$ cat src/rtl/ts_pkg.sv
`default_nettype none

package ts_pkg;

	// memory depths and walk limits
	localparam int SFILE_AW = 8;
	localparam int TMB_AW = 7;
	localparam int SPR_LAST = 255;
	localparam int TM_TILES = 64;

	// layers in processing order, one bit each
	typedef enum logic [3:0]
	{
		L_TM = 4'b0001,
		L_S0 = 4'b0010,
		L_T0 = 4'b0100,
		L_S1 = 4'b1000
	} layer_e;

	// sprite file walk
	typedef enum logic [5:0]
	{
		SP_NONE   = 6'b000001,
		SP_R0_PRE = 6'b000010,
		SP_R0     = 6'b000100,
		SP_R1_PRE = 6'b001000,
		SP_R1     = 6'b010000,
		SP_R2     = 6'b100000
	} sprite_st_e;

	// per-frame configuration
	typedef struct packed
	{
		logic s_en;
		logic t_en;
		// draw tile number zero
		logic tz_en;
		logic [7:0] tm_page;
		logic [7:0] t_gpage;
		logic [7:0] s_gpage;
		logic [8:0] t_x_offs;
		logic [8:0] t_y_offs;
		logic [1:0] t_palsel;
		logic [5:0] num_tiles;
	} ts_cfg_t;

	// one renderer task
	typedef struct packed
	{
		logic [7:0] page;
		logic [8:0] line;
		logic [5:0] addr;
		logic [8:0] x;
		logic [2:0] xs;
		logic xf;
		logic [3:0] pal;
	} tsr_task_t;

	typedef struct packed
	{
		logic yflp;
		logic xflp;
		logic [1:0] pal;
		logic [11:0] tnum;
	} tile_desc_t;

	// sprite descriptor, three words per sprite
	typedef struct packed
	{
		logic yflp;
		logic leap;
		logic act;
		logic unused;
		logic [2:0] ysz;
		logic [8:0] ycrd;
	} spr_r0_t;

	typedef struct packed
	{
		logic xflp;
		logic [2:0] unused;
		logic [2:0] xsz;
		logic [8:0] xcrd;
	} spr_r1_t;

	typedef struct packed
	{
		logic [3:0] pal;
		logic [11:0] tnum;
	} spr_r2_t;

endpackage

`default_nettype wire

$ cat src/rtl/ts_sprite_proc.sv
`timescale 1ns/10ps
`default_nettype none

module ts_sprite_proc
(
	input wire clk,
	input wire rst,
	input wire start,
	input wire [8:0] line,
	input wire ts_pkg::ts_cfg_t cfg,
	input wire s_act,
	input wire tsr_rdy,
	input wire [15:0] sfile_rdata,
	output logic [ts_pkg::SFILE_AW-1:0] sfile_raddr,
	output logic s_go,
	output ts_pkg::tsr_task_t s_task,
	output logic s_end
);

	ts_pkg::sprite_st_e st;
	ts_pkg::spr_r0_t r0;
	ts_pkg::spr_r1_t r1;
	ts_pkg::spr_r2_t r2;
	logic [ts_pkg::SFILE_AW-1:0] sreg;
	logic last_r;
	logic [8:0] s_line;
	logic [5:0] s_ymax;
	logic [5:0] bm_offs;
	logic visible;
	logic in_r0;
	logic last;
	logic leap_r;
	logic [5:0] bm_offs_r;
	logic [8:0] x_r;
	logic [2:0] xs_r;
	logic xf_r;

	assign r0 = ts_pkg::spr_r0_t'(sfile_rdata);
	assign r1 = ts_pkg::spr_r1_t'(sfile_rdata);
	assign r2 = ts_pkg::spr_r2_t'(sfile_rdata);
	assign sfile_raddr = sreg;

	// sprite row hit by this video line
	assign s_line = line - r0.ycrd;
	assign s_ymax = {r0.ysz, 3'b111};
	assign visible = r0.act & (s_line <= {3'b000, s_ymax});
	assign bm_offs = r0.yflp ? (s_ymax - s_line[5:0]) : s_line[5:0];

	assign in_r0 = s_act & (st == ts_pkg::SP_R0);
	assign last = in_r0 & last_r;
	assign s_go = s_act & (st == ts_pkg::SP_R2) & tsr_rdy;

	// a finished walk also closes any later sprite layer
	assign s_end = (s_act & (st == ts_pkg::SP_NONE)) | last
		| (in_r0 & ~visible & r0.leap) | (s_go & leap_r);

	always_ff @(posedge clk)
	begin
		if (rst)
		begin
			st <= ts_pkg::SP_NONE;
			sreg <= '0;
			last_r <= 1'b0;
		end
		else if (start)
		begin
			st <= ts_pkg::SP_R0_PRE;
			sreg <= '0;
			last_r <= 1'b0;
		end
		else if (s_act)
		begin
			// rdata next cycle comes from the address read now
			last_r <= sreg == ts_pkg::SFILE_AW'(ts_pkg::SPR_LAST);
			case (st)
				ts_pkg::SP_R0_PRE:
				begin
					sreg <= sreg + ts_pkg::SFILE_AW'(3);
					st <= ts_pkg::SP_R0;
				end
				ts_pkg::SP_R0:
				begin
					if (last_r)
						st <= ts_pkg::SP_NONE;
					else if (visible)
					begin
						// back to R1 of this sprite
						sreg <= sreg - ts_pkg::SFILE_AW'(2);
						st <= ts_pkg::SP_R1_PRE;
					end
					else if (r0.leap)
						st <= ts_pkg::SP_R0_PRE;
					else
						sreg <= sreg + ts_pkg::SFILE_AW'(3);
				end
				ts_pkg::SP_R1_PRE:
				begin
					sreg <= sreg + ts_pkg::SFILE_AW'(1);
					st <= ts_pkg::SP_R1;
				end
				ts_pkg::SP_R1:
					st <= ts_pkg::SP_R2;
				ts_pkg::SP_R2:
				begin
					// R2 is reread until the renderer takes it
					if (tsr_rdy)
					begin
						sreg <= sreg + ts_pkg::SFILE_AW'(1);
						st <= ts_pkg::SP_R0_PRE;
					end
				end
				default:
					st <= st;
			endcase
		end
	end

	always_ff @(posedge clk)
	begin
		if (in_r0)
		begin
			leap_r <= r0.leap;
			bm_offs_r <= bm_offs;
		end
		if (s_act & (st == ts_pkg::SP_R1))
		begin
			x_r <= r1.xcrd;
			xs_r <= r1.xsz;
			xf_r <= r1.xflp;
		end
	end

	always_comb
	begin
		s_task.page = cfg.s_gpage;
		s_task.line = {r2.tnum[11:6], 3'b000} + {3'b000, bm_offs_r};
		s_task.addr = r2.tnum[5:0];
		s_task.x = x_r;
		s_task.xs = xs_r;
		s_task.xf = xf_r;
		s_task.pal = r2.pal;
	end

	a_st_onehot: assert property (@(posedge clk) disable iff (rst) $onehot0(st));

endmodule

`default_nettype wire

$ cat config.mk
export PLATFORM = sky130hd
export DESIGN_NAME = ts_sprite_proc
export DESIGN_NICKNAME = d
export VERILOG_FILES = /design/src/rtl/ts_pkg.sv /design/src/rtl/ts_sprite_proc.sv
export SDC_FILE = /design/constraint.sdc
export NUM_CORES = 1
export LEC_CHECK = 0
export BUFFER_PORTS_ARGS = -buffer_cell sky130_fd_sc_hd__buf_2
export CORE_ASPECT_RATIO = 1.25
export CORE_UTILIZATION = 52
export CTS_BUF_LIST = sky130_fd_sc_hd__clkbuf_4
export CTS_CLUSTER_SIZE = 10
export DETAILED_ROUTE_END_ITERATION = 6
export PLACE_DENSITY_LB_ADDON = 0.1
export SETUP_SLACK_MARGIN = 0.4
export SLEW_MARGIN = 25
export SYNTH_ARGS = -nofsm -noshare
export SYNTH_HDL_FRONTEND = slang
export SYNTH_SLANG_ARGS = --single-unit
$ cat constraint.sdc
create_clock -name clk -period 9.7 [get_ports clk]
set_clock_uncertainty 0.05 [all_clocks]
set_input_delay 0.485 -clock clk [delete_from_list [all_inputs] [get_ports clk]]
set_output_delay 0.485 -clock clk [all_outputs]
set_load 0.02 [all_outputs]
==> impl_metrics.env, run 1 <==
export IMPL_status="finished, final reports clean"
export IMPL_wirelength_um=5920
export IMPL_numCtsBuffers=5
export IMPL_grt_pass1_vias=2217
export IMPL_p_leak_nw=1.39
export IMPL_grt_setup_unrepaired="false"
export IMPL_power_density_nw_per_um2=112
export IMPL_hold_path_depth=1
export IMPL_io_pins=133
export IMPL_maxCapViolations=0
export IMPL_grt_max_degree=17
export IMPL_cts_resized=0
export IMPL_fp_row_count=29
export IMPL_root_buffer="clkbuf_4"
export IMPL_initial_core_util_pct=55.0
export IMPL_worst_slew_pin_transition_ps=675
export IMPL_hp_class="in -> reg"
export IMPL_die_y_um=84.8
export IMPL_area_growth_pct=10.5
export IMPL_path_cells="buf_2 -> inv_1 -> ha_1 -> fa_1 -> nor2b_4 -> o21ai_0 -> nand2b_1 -> xnor2_1 -> inv_1 -> ha_1 -> nor4bb_1 -> and3_1 -> o21a_1 -> o221ai_4 -> nor2_4 -> nor2_1 -> o21ai_0 -> nand2_1 -> buf_2"
export IMPL_finalCriticalPeriod_ps=4220
export IMPL_final_nets=465
export IMPL_placed_area_um2=3070
export IMPL_setup_tns_final_ps=0
export IMPL_dpl_hpwl_um=4500
export IMPL_die_area_um2=5790
export IMPL_endpoint_kind="output port"
export IMPL_min_to="xs_r[2]"
export IMPL_first_pass_iters=4
export IMPL_avgSynthCellArea_um2=9.00
export IMPL_crit_required_ps=9170
export IMPL_finalSetupViolations=0
export IMPL_synth_top_area_share_pct=21.1
export IMPL_detail_route_antenna_nets=0
export IMPL_drc=0
export IMPL_yosys_warnings=0
export IMPL_tritoncts="yes"
export IMPL_antennaDiodeCount=0
export IMPL_timing_final_hold_violations=0
export IMPL_via_per_inst=5.71
export IMPL_insertion_delay_ps=350
export IMPL_grt_pass1_wl_um=9670
export IMPL_worstSetupStartpointType="input pin"
export IMPL_critPathSlowestCell="fa_1"
export IMPL_p_int_uw=250
export IMPL_holdBufCountCts=0
export IMPL_drv_slew=0
export IMPL_post_cts_buffers=0
export IMPL_crit_family="simple AND/OR/NAND/NOR gates"
export IMPL_drtIter0Drc=104
export IMPL_rr_worst_depth=5
export IMPL_min_period_over_period_pct=43.5
export IMPL_seqPwrFrac_pct=45.7
export IMPL_ff_latch_area_um2=901
export IMPL_arrival_ps=3680
export IMPL_ys_types=59
export IMPL_final_area_um2=3150
export IMPL_synth_top_area_cell="edfxtp_1"
export IMPL_multi_input_area_um2=1640
export IMPL_antenna_found_initial=0
export IMPL_vias=2411
export IMPL_layout_drive_gt1_share_pct=25.6
export IMPL_relSlewSlack_pct=55.0
export IMPL_grt_overflow=0
export IMPL_worst_path_buf_inv=4
export IMPL_switching_power_uw=104
export IMPL_clockBufferDepth=2
export IMPL_fillCellCount=474
export IMPL_avgRoutedWirePerCell_um=14.0
export IMPL_htreeDepth=2
export IMPL_clkPwrFrac_pct=30.4
export IMPL_r2r_slack_ps=7150
export IMPL_ys_flop_type="edfxtp_1"
export IMPL_seq_area_frac_synth_pct=31.6
export IMPL_async_reset_ff_share_pct=0
export IMPL_synth_edf_count=20
export IMPL_path_clk_slew_ps=130
export IMPL_worstSetupPathType="in -> out"
export IMPL_synth_area_um2=2850
export IMPL_min_from="sfile_rdata[11]"
export IMPL_cts_sinks=35
export IMPL_crit_fanout=9
export IMPL_vdd_drop_max_uv=83.7
export IMPL_place_gp_congestion=0.918
export IMPL_max_freq_mhz=237
export IMPL_synth_seq_cells=35
export IMPL_grt_use_total_pct=21.9
export IMPL_p_comb_share_pct=23.9
export IMPL_die_x_um=68.2
export IMPL_syn_nets=423
export IMPL_r2r_start="st[1]"
export IMPL_fp_coreArea_um2=5190
export IMPL_synthCells=317
export IMPL_switching_share_pct=29.3
export IMPL_r2r_end="sfile_raddr[3]"
export IMPL_slowest_delay_ps=440
export IMPL_place_port_buffers=69
export IMPL_synth_area_leaders="edfxtp_1 (21%), dfxtp_1 (11%), ha_1 (8.8%)"
-- placed cells by master (no fill, tap or decap), types with 6 or more instances in the layout --
| cell type | count |
|---|---|
| nor2_1 | 19 |
| dfxtp_1 | 15 |
| xnor2_1 | 12 |
| o21ai_0 | 21 |
| ha_1 | 20 |
| nand2_1 | 15 |
| nand3_1 | 8 |
| a21oi_1 | 24 |
| buf_2 | 69 |
| edfxtp_1 | 20 |
| a21o_1 | 6 |
| inv_1 | 25 |
| mux2i_1 | 7 |
| nand2b_1 | 7 |
| nor3_1 | 9 |
-- area by class of cell --
class | instances | area share (%)
clock buffers | 5 | 1.19
inverters | 25 | 2.98
multi-input cells | 222 | 52.2
well taps | 62 | 2.46
flip-flops and latches | 35 | 28.6
clock inverters | 3 | 1.39
repair buffers | 70 | 11.2
-- registers in the layout (all words and copies together), names as in the netlist --
| name | count |
|---|---|
| xs_r | 3 |
| xf_r | 1 |
| sfile_raddr | 8 |
| last_r | 1 |
| st | 6 |
| leap_r | 1 |
| x_r | 9 |
| bm_offs_r | 6 |
-- Yosys cell counts, types with 2 or more instances --
cell	count
a21o_1	6
edfxtp_1	20
and3_1	5
nor3_1	9
nor2_1	19
buf_4	23
ha_1	20
a211oi_1	3
o31a_1	2
nand2_1	15
and2_1	3
xor2_1	4
nor4_1	4
xnor2_1	12
nand4bb_1	2
or2_2	2
nand3_1	8
nand2b_1	7
o21ai_0	21
dfxtp_1	15
nor2b_1	2
a31oi_1	5
clkbuf_1	10
o21a_1	2
or3_1	5
a21oi_1	24
mux2i_1	7
fa_1	3
inv_1	25
o211ai_1	2
o211a_1	2
nor3b_1	2
a221oi_1	2
-- worst max path at each step --
| stage | startpoint | endpoint | depth (start not counted) |
|---|---|---|---|
| after global placement | line[0] | s_end | 19 |
| after floorplan | line[0] | s_end | 17 |
| after detailed placement | line[0] | s_end | 19 |
| after CTS | line[0] | s_end | 19 |
| after global routing | line[0] | s_end | 19 |
| final | line[0] | s_end | 19 |
-- layer usage --
metal / GRT usage, % / share of wire, %
met1: 25.9 / 42
met2: 38.1 / 52
met3: 3.94 / 4.9
met4: 7.95 / 1.1
met5: 0 / 0
-- stage by stage --
stage	worst slack [ps]	instances	hold WS (ps)	utilization [%]	power, mW
floorplan	5950	317	473	-	0.235
global placement	5470	414	451	59.2	0.249
detailed placement	5470	414	468	59.2	0.250
CTS	5460	422	260	60.7	0.358
global route	5200	422	248	60.7	0.375
finish	5480	422	266	60.7	0.354
-- cell families after synthesis --
logic type	count (synthesis)	share of synthesized area, %
adders and majority gates	23	10.9
AOI/OAI and AO/OA	84	20.3
xor gates and xnor gates	16	4.91
and+or+nand+nor	90	17.9
muxes	9	3.38
DFF	35	31.6
buffers and inverters	60	11.0
-- power by group through the flow --
| stage | registers, mW | logic (mW) | clock network [mW] |
|---|---|---|---|
| finish | 0.162 | 0.0847 | 0.108 |
| global route | 0.162 | 0.0949 | 0.118 |
| CTS | 0.162 | 0.0855 | 0.111 |
| detailed placement | 0.165 | 0.0851 | 0 |
| global placement | 0.165 | 0.0841 | 0 |
| floorplan | 0.164 | 0.0716 | 0 |
Note: power is estimated with default switching activity, not from simulation.
==> inputs of run 2 (changes only) <==
- CORE_UTILIZATION: 52 -> 49
- clock period: 9.7 -> 4 ns (I/O delays scaled with it)
==> impl_metrics.env, run 2 (synthesized netlist as in run 1, its figures left out) <==
export IMPL_status="finished, final reports clean"
export IMPL_crit_required_ps=4190
export IMPL_final_nets=479
export IMPL_largest_register_ffs=9
export IMPL_crit_cells=16
export IMPL_clockBufferDepth=2
export IMPL_finalCriticalPeriod_ps=3380
export IMPL_insertion_delay_ps=350
export IMPL_hp_class="in -> reg"
export IMPL_path_clk_slew_ps=110
export IMPL_worst_slew_pin_transition_ps=525
export IMPL_maxCapViolations=0
export IMPL_rr_worst_depth=6
export IMPL_crit_family="buffers and inverters"
export IMPL_max_freq_mhz=296
export IMPL_path_cells="dlygate4sd3_1 -> buf_2 -> inv_1 -> ha_1 -> xnor2_1 -> ha_1 -> nor4bb_2 -> and3_1 -> o21a_1 -> o221ai_4 -> nor2_4 -> buf_4 -> buf_4 -> o41ai_2 -> nand4bb_1 -> a21oi_1"
export IMPL_grtUsageMet3_pct=3.47
export IMPL_antennaDiodeCount=0
export IMPL_grt_busiest_layer="met2"
export IMPL_vias=2417
export IMPL_p_leak_nw=1.46
export IMPL_initial_core_util_pct=51.7
export IMPL_met1_usage_pct=24.8
export IMPL_place_port_buffers=69
export IMPL_hold_ws_ps=12.7
export IMPL_grt_use_total_pct=21.3
export IMPL_area_growth_pct=15.9
export IMPL_dpl_hpwl_um=4740
export IMPL_die_area_um2=6130
export IMPL_hold_path_depth=2
export IMPL_cts_sinks=35
export IMPL_detail_route_antenna_nets=0
export IMPL_grt_pass1_vias=2284
export IMPL_grt_max_degree=17
export IMPL_via_per_inst=5.52
export IMPL_drtIter0Drc=83
export IMPL_avgRoutedWirePerCell_um=14.5
export IMPL_die_y_um=87.3
export IMPL_die_x_um=70.2
export IMPL_drv_slew=0
export IMPL_worst_path_buf_inv=5
export IMPL_grtUsageMet2_pct=40.0
export IMPL_htreeDepth=2
export IMPL_total_power_uw=871
export IMPL_crit_start="sfile_rdata[5]"
export IMPL_antenna_found_initial=0
export IMPL_r2r_start="st[1]"
export IMPL_min_from="start"
export IMPL_critPathSlowestCell="dlygate4sd3_1"
export IMPL_slowest_delay_ps=520
export IMPL_tritoncts="yes"
export IMPL_fp_coreArea_um2=5520
export IMPL_finalSetupViolations=0
export IMPL_setup_tns_final_ps=0
export IMPL_final_common_cell="buf_2"
export IMPL_grt_pass1_wl_um=10500
export IMPL_layout_drive_gt1_share_pct=26.5
export IMPL_post_place_ws_ps=205
export IMPL_relSlewSlack_pct=64.6
export IMPL_grt_overflow=0
export IMPL_place_gp_congestion=0.905
export IMPL_power_density_nw_per_um2=264
export IMPL_worstSetupStartpointType="input pin"
export IMPL_largest_register="x_r"
export IMPL_fin_ws_ps=620
export IMPL_root_buffer="clkbuf_4"
export IMPL_wirelength_um=6350
export IMPL_fillCellCount=531
export IMPL_min_period_over_period_pct=84.5
export IMPL_fp_row_count=30
export IMPL_io_pins=133
export IMPL_endpoint_kind="register"
export IMPL_numCtsBuffers=5
export IMPL_arrival_ps=3570
export IMPL_worstSetupPathType="in -> reg"
export IMPL_final_cell_mix="buf_2 (69), inv_1 (25), a21oi_1 (24), o21ai_0 (21)"
export IMPL_crit_fanout=5
export IMPL_first_pass_iters=4
export IMPL_drc=0
export IMPL_grt_setup_unrepaired="true"
export IMPL_fin_cells=438
export IMPL_vdd_drop_max_uv=165
export IMPL_timing_final_hold_violations=0
export IMPL_dp_cells=418
[run 2: cell count changes in the layout (fill, tap and decap cells not counted), sizes merged]
cell,previous run,this run
buf,70,75
dlygate4sd3,0,9
[run 2: per-stage QoR]
stage	utilization (%)	area [um^2]
2_1_floorplan	-	2850
3_5_place_dp	55.9	3090
5_1_grt	59.9	3300
4_1_cts	58.7	3240
3_3_place_gp	55.9	3090
6_report	59.9	3300
[run 2: per-layer routing]
metal | routed length (um) | vias to the layer above
met5 | 0 | -
met4 | 42 | 0
met3 | 247 | 4
met2 | 3370 | 67
met1 | 2690 | 1115
li1 | - | 1231
[run 2: final cells by class]
cell class,count,area (um^2),share of cell area (%)
clock buffers,5,37.5,1.14
clock inverters,3,38.8,1.17
inverters,25,93.8,2.84
multi-input cells,222,1660,50.2
flip-flops and latches,35,901,27.3
well taps,64,80.1,2.42
repair buffers,84,493,14.9
[run 2: timing repair]
item | 4_1_cts | 5_1_grt
endpoints found under the hold margin | 6 | 3
pin swaps | 1 | 1
endpoints found under the setup margin | 1 | 11
buffers inserted | 2 | 1
hold buffers | 6 | 3
gates resized for setup | 0 | 3
[run 2: path summary, 6_finish.rpt]
| check | to | slack, ps |
|---|---|---|
| max reg2reg | sfile_raddr[6] | 1570 |
| max | st[4] | 620 |
| min reg2reg | sfile_raddr[6] | 480 |
| min | st[0] | 10 |
[run 2: where the power goes]
group | internal, mW | switching, mW
sequential | 0.386 | 0.00610
clock | 0.129 | 0.128
combinational | 0.102 | 0.121
[run 2: worst reg2reg max path: cells and delay by family, from the launching register on]
kind,cells,cell delay [ps]
and+or+nand+nor,4,1610
muxes,1,150
DFF,1,430
AOI/OAI and AO/OA,1,140
==> inputs of run 3 (changes only) <==
- clock period: 4 -> 3.5 ns (I/O delays scaled with it)
==> impl_metrics.env, run 3 (synthesized netlist as in run 1, its figures left out) <==
export IMPL_tritoncts="yes"
export IMPL_via_per_inst=5.56
export IMPL_power_density_nw_per_um2=277
export IMPL_worst_slew_pin_transition_ps=507
export IMPL_detail_route_antenna_nets=0
export IMPL_drtIter0Drc=73
export IMPL_fp_coreArea_um2=5520
export IMPL_hold_ws_ps=17.4
export IMPL_arrival_ps=2830
export IMPL_final_common_cell="buf_2"
export IMPL_vias=2523
export IMPL_final_area_um2=3500
export IMPL_insertion_delay_ps=340
export IMPL_layout_drive_gt1_share_pct=31.5
export IMPL_final_nets=495
export IMPL_die_area_um2=6130
export IMPL_post_place_ws_ps=14.3
export IMPL_die_y_um=87.3
export IMPL_grt_setup_unrepaired="true"
export IMPL_min_period_over_period_pct=87.2
export IMPL_numCtsBuffers=5
export IMPL_fillCellCount=497
export IMPL_grt_max_degree=15
export IMPL_finalSetupViolations=0
export IMPL_ff_latch_area_um2=901
export IMPL_wirelength_um=6530
export IMPL_worstSetupStartpointType="input pin"
export IMPL_avgRoutedWirePerCell_um=14.4
export IMPL_initial_core_util_pct=51.7
export IMPL_drv_slew=0
export IMPL_root_buffer="clkbuf_4"
export IMPL_relSlewSlack_pct=65.9
export IMPL_rr_worst_depth=8
export IMPL_max_freq_mhz=328
export IMPL_grt_pass1_vias=2432
export IMPL_worstSetupPathType="in -> out"
export IMPL_crit_required_ps=3270
export IMPL_grt_use_total_pct=22.1
export IMPL_setup_tns_final_ps=0
export IMPL_dp_cells=428
export IMPL_place_gp_congestion=0.910
export IMPL_io_pins=133
export IMPL_grt_pass1_wl_um=10800
export IMPL_drc=0
export IMPL_dpl_hpwl_um=4890
export IMPL_fp_row_count=30
export IMPL_clockBufferDepth=2
export IMPL_largest_register="x_r"
export IMPL_placed_area_um2=3190
export IMPL_final_cell_mix="buf_2 (66), inv_1 (23), a21oi_1 (23), edfxtp_1 (20), o21ai_0 (19)"
export IMPL_maxCapViolations=0
export IMPL_status="finished, final reports clean"
export IMPL_finalCriticalPeriod_ps=3050
export IMPL_largest_register_ffs=9
export IMPL_antenna_found_initial=0
export IMPL_place_port_buffers=69
export IMPL_endpoint_kind="output port"
export IMPL_hp_class="in -> reg"
export IMPL_total_power_uw=970
export IMPL_multi_input_area_um2=1730
export IMPL_htreeDepth=2
export IMPL_vdd_drop_max_uv=140
export IMPL_area_growth_pct=22.9
export IMPL_final_util_pct=63.5
export IMPL_p_leak_nw=1.54
export IMPL_timing_final_hold_violations=0
export IMPL_cts_sinks=35
export IMPL_die_x_um=70.2
export IMPL_antennaDiodeCount=0
export IMPL_path_clk_slew_ps=110
export IMPL_fin_ws_ps=447
export IMPL_fin_cells=454
export IMPL_grt_overflow=0
export IMPL_crit_fanout=2
export IMPL_hold_path_depth=1
export IMPL_first_pass_iters=4
[run 3: cell count changes in the layout (fill, tap and decap cells not counted), sizes merged]
cell / before / now
clkinvlp: 0 / 1
dlygate4sd3: 9 / 11
buf: 75 / 89
clkbuf: 5 / 6
clkinv: 2 / 1
bufinv: 1 / 0
[run 3: repair_timing]
action / in CTS / in global routing
pin swaps: 12 / 11
setup endpoints to repair: 5 / 11
hold buffers: 10 / 1
resized for setup: 14 / 6
hold endpoints to repair: 10 / 1
setup buffers: 6 / 1
[run 3: per-layer routing]
layer | vias to the layer above | global-route usage, % | part of all wire (%)
li1 | 1257 | - | -
met1 | 1176 | 23.9 | 39
met2 | 71 | 41.3 | 55
met3 | 19 | 3.94 | 3.5
met4 | 0 | 10.2 | 2.6
met5 | - | 0 | 0
[run 3: path summary, 6_finish.rpt]
check,startpoint,end,slack (ps)
setup reg to reg,st[1],sfile_raddr[6],1110
setup / recovery,line[0],s_end,450
hold / removal,sfile_rdata[8],x_r[8],20
hold reg to reg,sfile_raddr[6],sfile_raddr[6],480
[run 3: worst max-delay path: stages]
cell and delay [ps]:
buf_6 80, inv_4 30, ha_4 150, fa_2 390
nor2b_4 130, o21ai_1 60, nand2b_1 110, xnor2_2 140
inv_2 60, ha_4 270, nor4bb_4 160, and3_1 170
o21a_1 180, o221ai_4 140, nor2_4 140, buf_6 110
nor2_4 30, o21ai_2 110, nand2_1 80, buf_6 130
[run 3: report_power, final]
part           internal, mW  leakage [nW]  total, mW  switching [mW]
registers             0.441         0.301      0.448         0.00754
clock network        0.0853        0.0317      0.228           0.143
logic                 0.146          1.21      0.294           0.148
[run 3: area by class of cell]
| type | instances | area share [%] |
|---|---|---|
| clock buffers | 6 | 1.29 |
| clock inverters | 2 | 0.357 |
| inverters | 25 | 2.75 |
| multi-input cells | 222 | 49.5 |
| flip-flops and latches | 35 | 25.7 |
| well taps | 64 | 2.29 |
| repair buffers | 100 | 18.1 |
