[src/rtl/ts_pkg.sv]
`default_nettype none

package ts_pkg;

	// memory depths and walk limits
	localparam int SFILE_AW = 8;
	localparam int TMB_AW = 7;
	localparam int SPR_LAST = 255;
	localparam int TM_TILES = 64;

	// layers in processing order, one bit each
	typedef enum logic [3:0]
	{
		L_TM = 4'b0001,
		L_S0 = 4'b0010,
		L_T0 = 4'b0100,
		L_S1 = 4'b1000
	} layer_e;

	// sprite file walk
	typedef enum logic [5:0]
	{
		SP_NONE   = 6'b000001,
		SP_R0_PRE = 6'b000010,
		SP_R0     = 6'b000100,
		SP_R1_PRE = 6'b001000,
		SP_R1     = 6'b010000,
		SP_R2     = 6'b100000
	} sprite_st_e;

	// per-frame configuration
	typedef struct packed
	{
		logic s_en;
		logic t_en;
		// draw tile number zero
		logic tz_en;
		logic [7:0] tm_page;
		logic [7:0] t_gpage;
		logic [7:0] s_gpage;
		logic [8:0] t_x_offs;
		logic [8:0] t_y_offs;
		logic [1:0] t_palsel;
		logic [5:0] num_tiles;
	} ts_cfg_t;

	// one renderer task
	typedef struct packed
	{
		logic [7:0] page;
		logic [8:0] line;
		logic [5:0] addr;
		logic [8:0] x;
		logic [2:0] xs;
		logic xf;
		logic [3:0] pal;
	} tsr_task_t;

	typedef struct packed
	{
		logic yflp;
		logic xflp;
		logic [1:0] pal;
		logic [11:0] tnum;
	} tile_desc_t;

	// sprite descriptor, three words per sprite
	typedef struct packed
	{
		logic yflp;
		logic leap;
		logic act;
		logic unused;
		logic [2:0] ysz;
		logic [8:0] ycrd;
	} spr_r0_t;

	typedef struct packed
	{
		logic xflp;
		logic [2:0] unused;
		logic [2:0] xsz;
		logic [8:0] xcrd;
	} spr_r1_t;

	typedef struct packed
	{
		logic [3:0] pal;
		logic [11:0] tnum;
	} spr_r2_t;

endpackage

`default_nettype wire

[src/rtl/ts_tilemap_fetch.sv]
`timescale 1ns/10ps
`default_nettype none

module ts_tilemap_fetch
(
	input wire clk,
	input wire rst,
	input wire start,
	input wire [8:0] line,
	input wire ts_pkg::ts_cfg_t cfg,
	input wire tm_act,
	input wire dram_next,
	output logic [20:0] dram_addr,
	output logic dram_req,
	output logic tm_end,
	output logic tmb_we,
	output logic [ts_pkg::TMB_AW-1:0] tmb_waddr
);

	logic [8:0] pf_line;
	logic [6:0] col;
	logic done;

	// the row shown by the tile layer eight lines from now
	assign pf_line = line + 9'd8 + cfg.t_y_offs;
	assign done = col == 7'(ts_pkg::TM_TILES);

	assign dram_req = tm_act & ~done;
	assign dram_addr = {cfg.tm_page, pf_line[8:3], col[5:0], 1'b0};
	assign tm_end = tm_act & done;

	// descriptor is written in the cycle it arrives
	assign tmb_we = dram_req & dram_next;
	assign tmb_waddr = {pf_line[3], col[5:0]};

	always_ff @(posedge clk)
	begin
		if (rst)
			col <= 7'd0;
		else if (start)
			col <= 7'd0;
		else if (tmb_we)
			col <= col + 7'd1;
	end

endmodule

`default_nettype wire

[config.mk]
export PLATFORM = sky130hd
export DESIGN_NAME = ts_tilemap_fetch
export DESIGN_NICKNAME = d
export VERILOG_FILES = /design/src/rtl/ts_pkg.sv /design/src/rtl/ts_tilemap_fetch.sv
export SDC_FILE = /design/constraint.sdc
export NUM_CORES = 1
export LEC_CHECK = 0
export BUFFER_PORTS_ARGS = -buffer_cell sky130_fd_sc_hd__buf_2
export CORE_ASPECT_RATIO = 1.2
export CORE_MARGIN = 4
export CORE_UTILIZATION = 30
export CTS_CLUSTER_DIAMETER = 30
export DETAILED_ROUTE_END_ITERATION = 12
export PLACE_DENSITY = 0.72
export SLEW_MARGIN = 0
export SYNTH_ARGS = -nofsm -noshare
export SYNTH_HDL_FRONTEND = slang
export SYNTH_SLANG_ARGS = --single-unit
export TNS_END_PERCENT = 20
[constraint.sdc]
create_clock -name clk -period 2.63 [get_ports clk]
set_clock_uncertainty 0.15 [all_clocks]
set_input_delay 0.1315 -clock clk [delete_from_list [all_inputs] [get_ports clk]]
set_output_delay 0.1315 -clock clk [all_outputs]
set_load 0.02 [all_outputs]
==> results.txt, run 1 <==
----------------------------------------------------
[Worst setup path]
  Arrival @ worst endpoint ... roughly 2100 ps
  Worst Setup End Kind ... output port
  Critical-path maximum fanout ... 4
  Req. time, crit path ... 2350 ps
  Crit path kind ... in -> out
  Crit path launch type ... primary input

[Clock network]
  Post-CTS repair timing setup buffer count ... 0
  Number of instances resized during post-cts repair ... 0
  Insertion delay of the later-clocked pin in the worst-skew pair ... 260 ps
  TritonCTS clock tree ... yes
  TritonCTS buffer count ... 3
  Clock-pin slew reported for the worst setup and hold paths after clock tree synthesis ... around 60 ps
  Quantity of hold-fixing buffers added after cts ... 0
  # H-tree levels ... 1
  Cell chosen for the clock root ... clkbuf_4
  Clock tree buffer depth ... 2
  Count of clock tree sinks ... 7

[Cells and area]
  Flip-flop count of the largest register, all copies and words added ... 7
  Most flops, register ... col
  Final cell count without fillers ... 170
  Layout overhead on the synthesized area ... 13.3%
  Fraction of layout cells with a size suffix above 1 ... 36.8%
  Inserted Diodes ... 0
  NumNets Final ... between 200 and 250
  Filler cell count in the final layout ... 321
  Leading registers by flop count ... col: 7 flops

[Synth]
  Largest family of logic cells by synthesized area ... buffers and inverters
  Number of flip-flops and latches in the synthesized netlist ... 7
  Gate count of the mapped netlist ... about 110
  XOR/XNOR Fraction of Synth Area ... 9.72%
  Yosys Warn Count ... 0
  Net count of the mapped netlist ... 193
  Post-Syn Area per Cell ... 8.12 um^2
  Compound-cell area share of the yosys netlist ... between 10% and 20%
  Post-synthesis mux area share ... approximately 2.2%
  Number of distinct standard cells referenced by the synthesized netlist ... 31
  Arithmetic-cell share of the synthesized area counting full adders, half adders and majority gates ... 20.8%
  Area share of and/or/nand/nor cells after synthesis ... 17.1%
  Post-synthesis sequential area ratio ... between 15 and 20%
  Synthesized cell area ... 901 um^2

[Timing]
  Clock period minus final worst setup slack ... between 2000 and 2500 ps
  RSZ-0062 raised after global routing ... no
  Final setup viols ... 0
  Setup TNS ... 0 ps
  Number of slew-limit violations in the final report ... 0
  Final cycle utilization of the critical path ... between 80% and 90%
  Number of hold violations in the final report ... 0
  Upper clock frequency limit ... 0.424 GHz

[Floorplanning]
  I/O Pins ... 98
  Placeable core region ... 0.00284 mm^2
  Vert. Die Dim ... around 68 um
  Horizontal die dimension ... between 50 and 60 um
  Cell row count ... 21
  Die Outline Area ... 0.00395 mm^2
  Effective utilization at floorplan ... 31.7%

[Global route]
  Initial antenna violation count ... 0
  Pin count of the biggest net entering global routing ... 8
  Via count of the first global-routing pass ... about 790
  Residual overflow from global routing ... 0
  GR Util All Layers ... 9.66%
  Wire length of the first global-routing pass ... 2990 um

[Power]
  Switching component of the power ... 0.157 mW
  Logic gate share of total power ... 48.3%
  Total power divided by cell area ... 396 mW/mm^2
  Leak ... between 0.5 and 0.6 nW
  Max VDD drop ... roughly 0.24 mV
  Fraction of power spent switching nets ... 38.8%
  Sequential share of power ... between 20% and 30%
  Part of the power in the clock network ... 25.1%
  Internal power of the cells ... 0.248 mW

[Routing]
  First-iteration detailed-routing DRC count ... 40
  Drc violations ... 0
  Via density ... 4.69
  Router iterations before antenna repair ... 4
  Antenna Violating Nets Remaining ... 0
  Post-DR wirelength/cell ... 10.3 um
  Final WL ... 1760 um
  Vias ... 797

[Run]
  Count of maximum capacitance violations ... 0

[Place]
  Final estimated routing congestion in global placement ... 0.772
  Port buffer count ... 44
  Placed wire-length estimate ... 1520 um
  Post-Place Cells ... 166

[Run status]
  Run status ... complete, no violations

[Hold path]
  Worst min-delay path category ... in -> reg

----------------------------------------------------
-- cells in the mapped netlist --
library cell / number / area [um^2]
o41ai_2: 1 / 16.3
or4_1: 1 / 7.51
ha_1: 15 / 188
dfxtp_1: 7 / 140
buf_4: 22 / 165
or3_1: 2 / 12.5
o21bai_1: 2 / 15.0
xor2_1: 2 / 17.5
nor4b_2: 1 / 15.0
o21a_1: 1 / 7.51
nor2b_1: 1 / 6.26
xnor2_1: 8 / 70.1
a21oi_1: 5 / 25.0
mux2i_1: 2 / 20.0
conb_1: 1 / 3.75
o211ai_1: 1 / 7.51
nand2_1: 6 / 22.5
a21boi_0: 1 / 7.51
clkbuf_1: 1 / 3.75
or2_2: 1 / 6.26
nand3_1: 1 / 5.00
nor2_1: 11 / 41.3
nor3_1: 2 / 10.0
and4_1: 1 / 8.76
a211oi_1: 1 / 7.51
o311ai_1: 1 / 8.76
inv_1: 8 / 30.0
and3_1: 2 / 12.5
o21ai_0: 1 / 5.00
nand4_1: 1 / 6.26
a22o_1: 1 / 8.76
-- metrics by stage --
step / power (mW) / utilization (%) / hold WS, ps / instance area [um^2] / setup slack (ps)
finish: 0.405 / 36.0 / 67.4 / 1020 / 273
CTS: 0.411 / 36.0 / 69.3 / 1020 / 271
global route: 0.439 / 36.0 / 88.9 / 1020 / 167
detailed placement: 0.309 / 35.1 / 113 / 995 / 277
global placement: 0.306 / 35.1 / 113 / 995 / 283
floorplan: 0.270 / - / 226 / 901 / 516
-- final cells by class --
cell class	count	area (um^2)	area share, %
multi-input combinational	73	562	55.0
inverter	8	30.0	2.94
tap	34	42.5	4.17
timing repair buffer	44	220	21.6
sequential	7	140	13.7
clock buffer	4	26.3	2.57
-- logic make-up (layout without fill, tap and decap cells) --
group | Yosys count | count (layout)
buffers and inverters | 31 | 56
AND/OR/NAND/NOR | 30 | 30
adder cells (fa/ha/maj) | 15 | 15
AO/OA/AOI/OAI | 15 | 15
XOR/XNOR | 10 | 10
flip-flops | 7 | 7
multiplexers | 2 | 2
other | 1 | 1
-- worst paths after layout --
path | startpoint | endpoint | cells after the start | slack, ps
worst max-delay path | line[5] | dram_addr[11] | 8 | 270
worst max register to register | col[0]$_SDFFE_PP0P_ | col[1]$_SDFFE_PP0P_ | 6 | 930
worst min register to register | col[6]$_SDFFE_PP0P_ | col[6]$_SDFFE_PP0P_ | 2 | 380
worst min-delay path | start | col[3]$_SDFFE_PP0P_ | 3 | 70
-- layer usage --
metal / global-route usage [%] / vias up / share of wire [%]
li1: - / 405 / -
met1: 9.40 / 348 / 40
met2: 17.4 / 41 / 48
met3: 3.77 / 3 / 12
met4: 5.51 / 0 / 0.63
met5: 0 / - / 0
-- power groups by stage --
stage	Clock (mW)	Sequential, mW	Combinational, mW
after floorplan	0	0.110	0.160
after global placement	0	0.110	0.196
after detailed placement	0	0.110	0.199
after CTS	0.104	0.108	0.199
after global routing	0.111	0.108	0.220
final	0.102	0.108	0.195
-- critical path, stage by stage --
cell and delay [ps]:
buf_2 100, ha_1 290, ha_1 350, and3_1 190, a22o_1 230, or4_1 480, o311ai_1 90, buf_2 200
-- layout by cell type (no fill, tap or decap), types with 2 or more instances in the layout --
cell / netlist / layout
a21oi_1: 5 / 5
and3_1: 2 / 2
buf_2: 0 / 44
clkbuf_4: 0 / 3
dfxtp_1: 7 / 7
ha_1: 15 / 15
inv_1: 8 / 8
mux2i_1: 2 / 2
nand2_1: 6 / 6
nor2_1: 11 / 11
nor3_1: 2 / 2
o21bai_1: 2 / 2
or3_1: 2 / 2
xnor2_1: 8 / 8
xor2_1: 2 / 2
Note: power is estimated with default switching activity, not from simulation.
==> inputs of run 2 (changes only) <==
Settings changed: CAP_MARGIN set to 40, PLACE_DENSITY 0.72 to 0.74.
Clock period 2.63 ns to 2 ns, I/O delays scaled along.
==> run 2 against run 1 <==
Net effect:
- the flow now finishes with violations (negative setup slack)
- first-iteration DRC count is 50% lower
- cell count increased by 4.1%
- critical path depth up 2
- non-clock buffer count increased by 7
- worst hold slack got worse by 25 ps
- highest routed layer unchanged
==> results.txt, run 2 (synthesis gave the netlist of run 1 again) <==
----------------------------------------------------
[Cells and area]
  Most frequent cells in the layout ... 35 x buf_2, 11 x nor2_1, 10 x buf_6
  Area taken by multi-input logic gates ... 707 um^2
  Most flops, register ... col
  Most common library cell in the layout ignoring fill and taps ... buf_2
  Inserted Diodes ... 0
  Area used by sequential logic in the layout ... around 140 um^2
  Design Area, Final ... 0.00128 mm^2
  NumNets Final ... 226
  Filler cell count in the final layout ... 286
  Final standard cell utilization of the core ... between 40% and 50%
  Leading registers by flop count ... col: 7 flops
  Flip-flop count of the largest register, all copies and words added ... 7
  Fraction of layout cells with a size suffix above 1 ... 52.4%
  Layout overhead on the synthesized area ... 42.2%

[Timing]
  RSZ-0062 raised after global routing ... yes
  Final cycle utilization of the critical path ... 102%
  Worst-case setup margin in the final layout ... -45.6 ps
  Number of slew-limit violations in the final report ... 0
  Upper clock frequency limit ... 0.489 GHz
  Number of hold violations in the final report ... 0
  Clock period minus final worst setup slack ... 2050 ps
  Final setup viols ... 1
  Worst hold slack ... 42.5 ps

[Floorplanning]
  Vert. Die Dim ... roughly 68 um
  I/O Pins ... a little under 100
  Die Outline Area ... a little under 0.004 mm^2
  Placeable core region ... 0.00284 mm^2
  Cell row count ... 21
  Effective utilization at floorplan ... about a third
  Horizontal die dimension ... a little under 60 um

[Global route]
  Via count of the first global-routing pass ... just under 800
  Global routing met1 resource utilization ... 9.52%
  GR peak layer ... met2
  Met2 track demand over resource ... 19.4%
  Residual overflow from global routing ... 0
  GR Util All Layers ... between 10% and 20%
  Pin count of the biggest net entering global routing ... 8
  Wire length of the first global-routing pass ... between 3000 and 4000 um
  Met3 layer usage reported by global route ... about 3.6%
  Initial antenna violation count ... 0

[Clock network]
  Clock-pin slew reported for the worst setup and hold paths after clock tree synthesis ... 50 ps
  TritonCTS buffer count ... 3
  Insertion delay of the later-clocked pin in the worst-skew pair ... 250 ps
  Count of clock tree sinks ... 7
  # H-tree levels ... 1
  TritonCTS clock tree ... yes
  Clock tree buffer depth ... 2
  Cell chosen for the clock root ... clkbuf_4

[Routing]
  Drc violations ... 0
  Antenna Violating Nets Remaining ... 0
  Vias ... roughly 830
  Via density ... about 4.7
  Final WL ... 2010 um
  Router iterations before antenna repair ... 3
  First-iteration detailed-routing DRC count ... 20
  Post-DR wirelength/cell ... 11.3 um

[Hold path]
  Worst min-delay path category ... in -> reg

[Worst setup path]
  Category of cells accounting for the largest share of critical-path delay ... simple AND/OR/NAND/NOR gates
  Critical Path Stages ... 10
  WP buf/inv ... 4
  Critical path cell sequence ... buf_6 -> inv_2 -> ha_4 -> inv_2 -> ha_4 -> and3_4 -> a22o_4 -> or4_4 -> o311ai_4 -> buf_6
  Crit path capture ... dram_addr[11]
  Crit path launch ... line[3]
  Reg-to-reg slack, setup ... 350 ps
  Crit path launch type ... primary input
  End of the worst register-to-register path ... col[1]$_SDFFE_PP0P_
  Worst Setup End Kind ... output port
  Critical path's largest stage delay ... around 490 ps
  Critical-path maximum fanout ... 3
  Arrival @ worst endpoint ... 1800 ps
  R2r worst-path depth ... 6
  Crit path kind ... in -> out
  Max stage delay cell, worst path ... or4_4
  Worst r2r src ... col[0]$_SDFFE_PP0P_
  Req. time, crit path ... roughly 1800 ps

[Run status]
  Violations in the final reports ... negative setup slack
  Run status ... complete, but fails checks

[Place]
  Final estimated routing congestion in global placement ... ~0.8
  Post-DP Area ... roughly 0.0011 mm^2
  Port buffer count ... 44
  Placed wire-length estimate ... 1600 um
  Pre-CTS WS ... -253 ps

[Power]
  Total power divided by cell area ... 492 mW/mm^2
  Max VDD drop ... 0.253 mV
  Leak ... 0.596 nW

[Run]
  Count of maximum capacitance violations ... 0

----------------------------------------------------
[run 2: cell count changes in the layout (fill, tap and decap cells not counted), moves of 2 or more]
cell | previous run | this run
inv_1 | 8 | 5
buf_4 | 0 | 6
ha_4 | 0 | 8
ha_1 | 15 | 6
inv_2 | 0 | 2
buf_6 | 0 | 10
buf_2 | 44 | 35
[run 2: cell type report]
cell class              instances  share of cell area [%]
well taps                      34                    3.32
multi-input cells              73                    55.2
flip-flops and latches          7                    10.9
inverters                       8                    2.54
repair buffers                 51                    26.0
clock buffers                   4                    2.05
[run 2: layer usage]
| layer | wire, um | share of wire [%] | up-vias |
|---|---|---|---|
| li1 | - | - | 423 |
| met1 | 726 | 36 | 364 |
| met2 | 1040 | 52 | 41 |
| met3 | 209 | 10 | 5 |
| met4 | 29 | 1.4 | 0 |
| met5 | 0 | 0 | - |
[run 2: through the flow]
step	total power, mW	instances	TNS (ps)
6_report	0.630	177	-45.6
2_1_floorplan	0.375	111	0
4_1_cts	0.627	177	-72.0
3_5_place_dp	0.444	173	-459
3_3_place_gp	0.442	173	-456
5_1_grt	0.683	177	-199
[run 2: power by group]
part	internal, mW	total [mW]	leakage, nW	switching (mW)
combinational	0.181	0.363	0.525	0.182
sequential	0.141	0.142	0.0565	0.00118
clock	0.0759	0.125	0.0150	0.0493
[run 2: worst min-delay path by stage]
stage,start,endpoint,slack [ps],cells after the start
CTS,rst,col[3]$_SDFFE_PP0P_,50,3
finish,rst,col[3]$_SDFFE_PP0P_,40,3
global route,start,col[6]$_SDFFE_PP0P_,50,3
floorplan,cfg[42],dram_addr[13],160,1
detailed placement,cfg[48],dram_addr[19],50,0
global placement,cfg[48],dram_addr[19],50,0
[run 2: worst register-to-register path, delay by kind of cell, from the launching register on]
family / cells / cell delay [ps]
buffers and inverters: 1 / 90
AOI/OAI and AO/OA: 1 / 280
and+or+nand+nor: 2 / 200
DFF: 1 / 400
muxes: 1 / 220
adders and majority gates: 1 / 210
[run 2: repair_timing]
action / 4_1_cts / 5_1_grt
setup endpoints to repair: 3 / 3
hold buffers: 0 / 0
pin swaps: 11 / 1
resized for setup: 25 / 3
buffers inserted: 0 / 0
endpoints found under the hold margin: 0 / 0
==> inputs of run 3 (changes only) <==
Settings changed: ABC_AREA set to 1, PLACE_DENSITY 0.74 to 0.68.
==> run 3 against run 2 <==
Net effect:
- count of clock-buffer cells in the layout did not move
- utilization is 9.6 points lower
- total power up 3.0%
- die area increased by 25%
- worst hold slack gained 1.3 ps
- the flow now finishes without violations
- via count is 31% higher
- design area is 2.4% higher
- cell count rose by 46%
- maximum frequency rose by 13%
- global-route usage shrank 0.19 points
- combinational power fell by 17%
==> results.txt, run 3 <==
----------------------------------------------------
[Global route]
  Initial antenna violation count ... 0
  Met3 layer usage reported by global route ... approximately 1.8%
  Via count of the first global-routing pass ... ~1.0k
  Global routing met1 resource utilization ... about an eighth
  GR peak layer ... met2
  Met2 track demand over resource ... 17.2%
  Pin count of the biggest net entering global routing ... 13
  Residual overflow from global routing ... 0
  GR Util All Layers ... 10.1%
  Wire length of the first global-routing pass ... 4240 um

[Hold path]
  Number of cells on the worst hold path ... 4
  Worst min-delay path category ... in -> reg

[Synth]
  Compound-cell area share of the yosys netlist ... 5.48%
  Leading cell types by total area after synthesis ... ha_1 16%, nand2_1 15%, buf_4 15%
  Synthesized cell area ... 0.00116 mm^2
  Prevailing post-synth register cell ... dfxtp_1
  Largest family of logic cells by synthesized area ... simple AND/OR/NAND/NOR gates
  Count leader, synth ... nand2_1
  Post-Syn Area per Cell ... 6.32 um^2
  Area share of and/or/nand/nor cells after synthesis ... about a third
  Yosys Warn Count ... 0
  Most common library cells after synthesis ... 48 x nand2_1, 34 x inv_1, 23 x buf_4, 15 x ha_1, 11 x nor2_1
  Arithmetic-cell share of the synthesized area counting full adders, half adders and majority gates ... 16.1%
  Post-synthesis sequential area ratio ... between 10% and 20%
  Count of flip-flops with a built-in enable after synthesis ... 0
  Number of flip-flops and latches in the synthesized netlist ... 7
  Post-synthesis mux area share ... 0%
  Gate count of the mapped netlist ... approximately 180
  Async set-or-reset flop fraction in the synthesized netlist ... 0%
  Cell taking the most area after synthesis ... ha_1
  XOR/XNOR Fraction of Synth Area ... 3.01%
  Top-area cell type share of the netlist area ... approximately 16%
  Net count of the mapped netlist ... 266
  Number of distinct standard cells referenced by the synthesized netlist ... 24

[Clock network]
  TritonCTS clock tree ... yes
  Count of clock tree sinks ... 7
  Post-CTS repair timing setup buffer count ... 0
  # H-tree levels ... 1
  TritonCTS buffer count ... 3
  Clock-pin slew reported for the worst setup and hold paths after clock tree synthesis ... 40 ps
  Insertion delay of the later-clocked pin in the worst-skew pair ... 230 ps
  Clock tree buffer depth ... 2
  Number of instances resized during post-cts repair ... 0
  Quantity of hold-fixing buffers added after cts ... 0
  Cell chosen for the clock root ... clkbuf_8

[Routing]
  Vias ... 1094
  Final WL ... 2260 um
  Post-DR wirelength/cell ... 8.74 um
  Antenna Violating Nets Remaining ... 0
  Router iterations before antenna repair ... 4
  Drc violations ... 0
  First-iteration detailed-routing DRC count ... 53
  Via density ... 4.22

[Cells and area]
  Inserted Diodes ... 0
  Layout overhead on the synthesized area ... 12.8%
  Flip-flop count of the largest register, all copies and words added ... 7
  Filler cell count in the final layout ... ~400
  Area taken by multi-input logic gates ... ~700 um^2
  NumNets Final ... 290
  Most flops, register ... col
  Fraction of layout cells with a size suffix above 1 ... 30.4%
  Final standard cell utilization of the core ... 35.5%
  Most common library cell in the layout ignoring fill and taps ... nand2_1
  Design Area, Final ... roughly 0.0013 mm^2
  Leading registers by flop count ... col: 7 flops
  Area used by sequential logic in the layout ... between 100 and 150 um^2
  Final cell count without fillers ... 259
  Most frequent cells in the layout ... 48 x nand2_1, 44 x buf_2, 34 x inv_1

[Worst setup path]
  Crit path kind ... reg -> out
  Critical path cell sequence ... inv_1 -> ha_1 -> inv_1 -> nor2_1 -> nand3_4 -> nand3_2 -> inv_1 -> buf_2
  Most used cell, CP ... inv_1
  Arrival @ worst endpoint ... 1560 ps
  Req. time, crit path ... 1750 ps
  Category of cells accounting for the largest share of critical-path delay ... simple AND/OR/NAND/NOR gates
  WP buf/inv ... 4
  R2r worst-path depth ... 9
  Worst Setup End Kind ... output port
  Critical path's largest stage delay ... 340 ps
  Max stage delay cell, worst path ... dfxtp_1
  Crit path launch type ... flop
  Critical-path maximum fanout ... 12
  Critical Path Stages ... 8

[Timing]
  Final setup viols ... 0
  Number of hold violations in the final report ... 0
  Number of slew-limit violations in the final report ... 0
  Final cycle utilization of the critical path ... 90.4%
  Upper clock frequency limit ... approximately 0.55 GHz
  Clock period minus final worst setup slack ... 1810 ps

[Place]
  Placed wire-length estimate ... just under 2000 um
  Post-Place Cells ... 255
  Post-DP Area ... 0.00126 mm^2
  Port buffer count ... 44
  Final estimated routing congestion in global placement ... 0.786

[Floorplanning]
  Effective utilization at floorplan ... 31.5%
  I/O Pins ... 98
  Placeable core region ... 0.00369 mm^2
  Horizontal die dimension ... 64.9 um
  Die Outline Area ... just under 0.005 mm^2
  Cell row count ... 24
  Vert. Die Dim ... 76.2 um

[Power]
  Internal power of the cells ... between 0.3 and 0.4 mW
  Total power divided by cell area ... 495 mW/mm^2
  Fraction of power spent switching nets ... 39.3%
  Leak ... 0.782 nW
  Total power ... 0.649 mW
  Part of the power in the clock network ... 30.9%
  Logic gate share of total power ... between 40% and 50%
  Switching component of the power ... 0.255 mW
  Max VDD drop ... 0.213 mV
  Sequential share of power ... between 20% and 30%

[Run]
  Count of maximum capacitance violations ... 0

[Run status]
  Run status ... complete, no violations

----------------------------------------------------
-- run 3: final timing paths --
check / endpoint / start / slack, ps
worst min register to register: col[3]$_SDFFE_PP0P_ / col[3]$_SDFFE_PP0P_ / 400
worst min-delay path: col[6]$_SDFFE_PP0P_ / rst / 40
worst max register to register: col[2]$_SDFFE_PP0P_ / col[0]$_SDFFE_PP0P_ / 450
worst max-delay path: tmb_we / col[0]$_SDFFE_PP0P_ / 190
-- run 3: kinds of logic (layout without fill, tap and decap cells) --
logic type | Yosys count | count (layout)
simple gates | 85 | 85
fa+ha+maj | 15 | 15
other cells | 1 | 1
xor+xnor | 4 | 4
flops | 7 | 7
buf+inv | 63 | 86
compound gates | 9 | 9
-- run 3: worst reg2reg max path, delay by kind of cell (launching register included) --
kind	cells	cell delay (ps)
DFF	1	340
and+or+nand+nor	5	630
adders and majority gates	1	140
buffers and inverters	3	190
-- run 3: metrics by stage --
stage | setup TNS, ps | setup slack, ps | hold slack [ps]
3_5_place_dp | 0 | 180 | 50.1
2_1_floorplan | 0 | 237 | 102
3_3_place_gp | 0 | 204 | 50.1
4_1_cts | 0 | 126 | 42.2
5_1_grt | -7.68 | -7.68 | 50.0
6_report | 0 | 193 | 43.8
-- run 3: power groups by stage --
stage	sequential (mW)	combinational (mW)	clock [mW]
global route	0.147	0.348	0.218
floorplan	0.148	0.252	0
CTS	0.146	0.307	0.208
finish	0.146	0.303	0.200
global placement	0.148	0.301	0
detailed placement	0.148	0.305	0
-- run 3: area by class of cell --
| type | instances | share of cell area (%) |
|---|---|---|
| well taps | 52 | 4.96 |
| multi-input cells | 114 | 53.3 |
| clock buffers | 4 | 3.43 |
| repair buffers | 44 | 16.8 |
| inverters | 38 | 10.9 |
| flip-flops and latches | 7 | 10.7 |
-- run 3: per-layer routing --
layer  wire length (um)  vias up
li1                   -      589
met1                904      468
met2               1160       32
met3                161        5
met4                 36        0
met5                  0        -
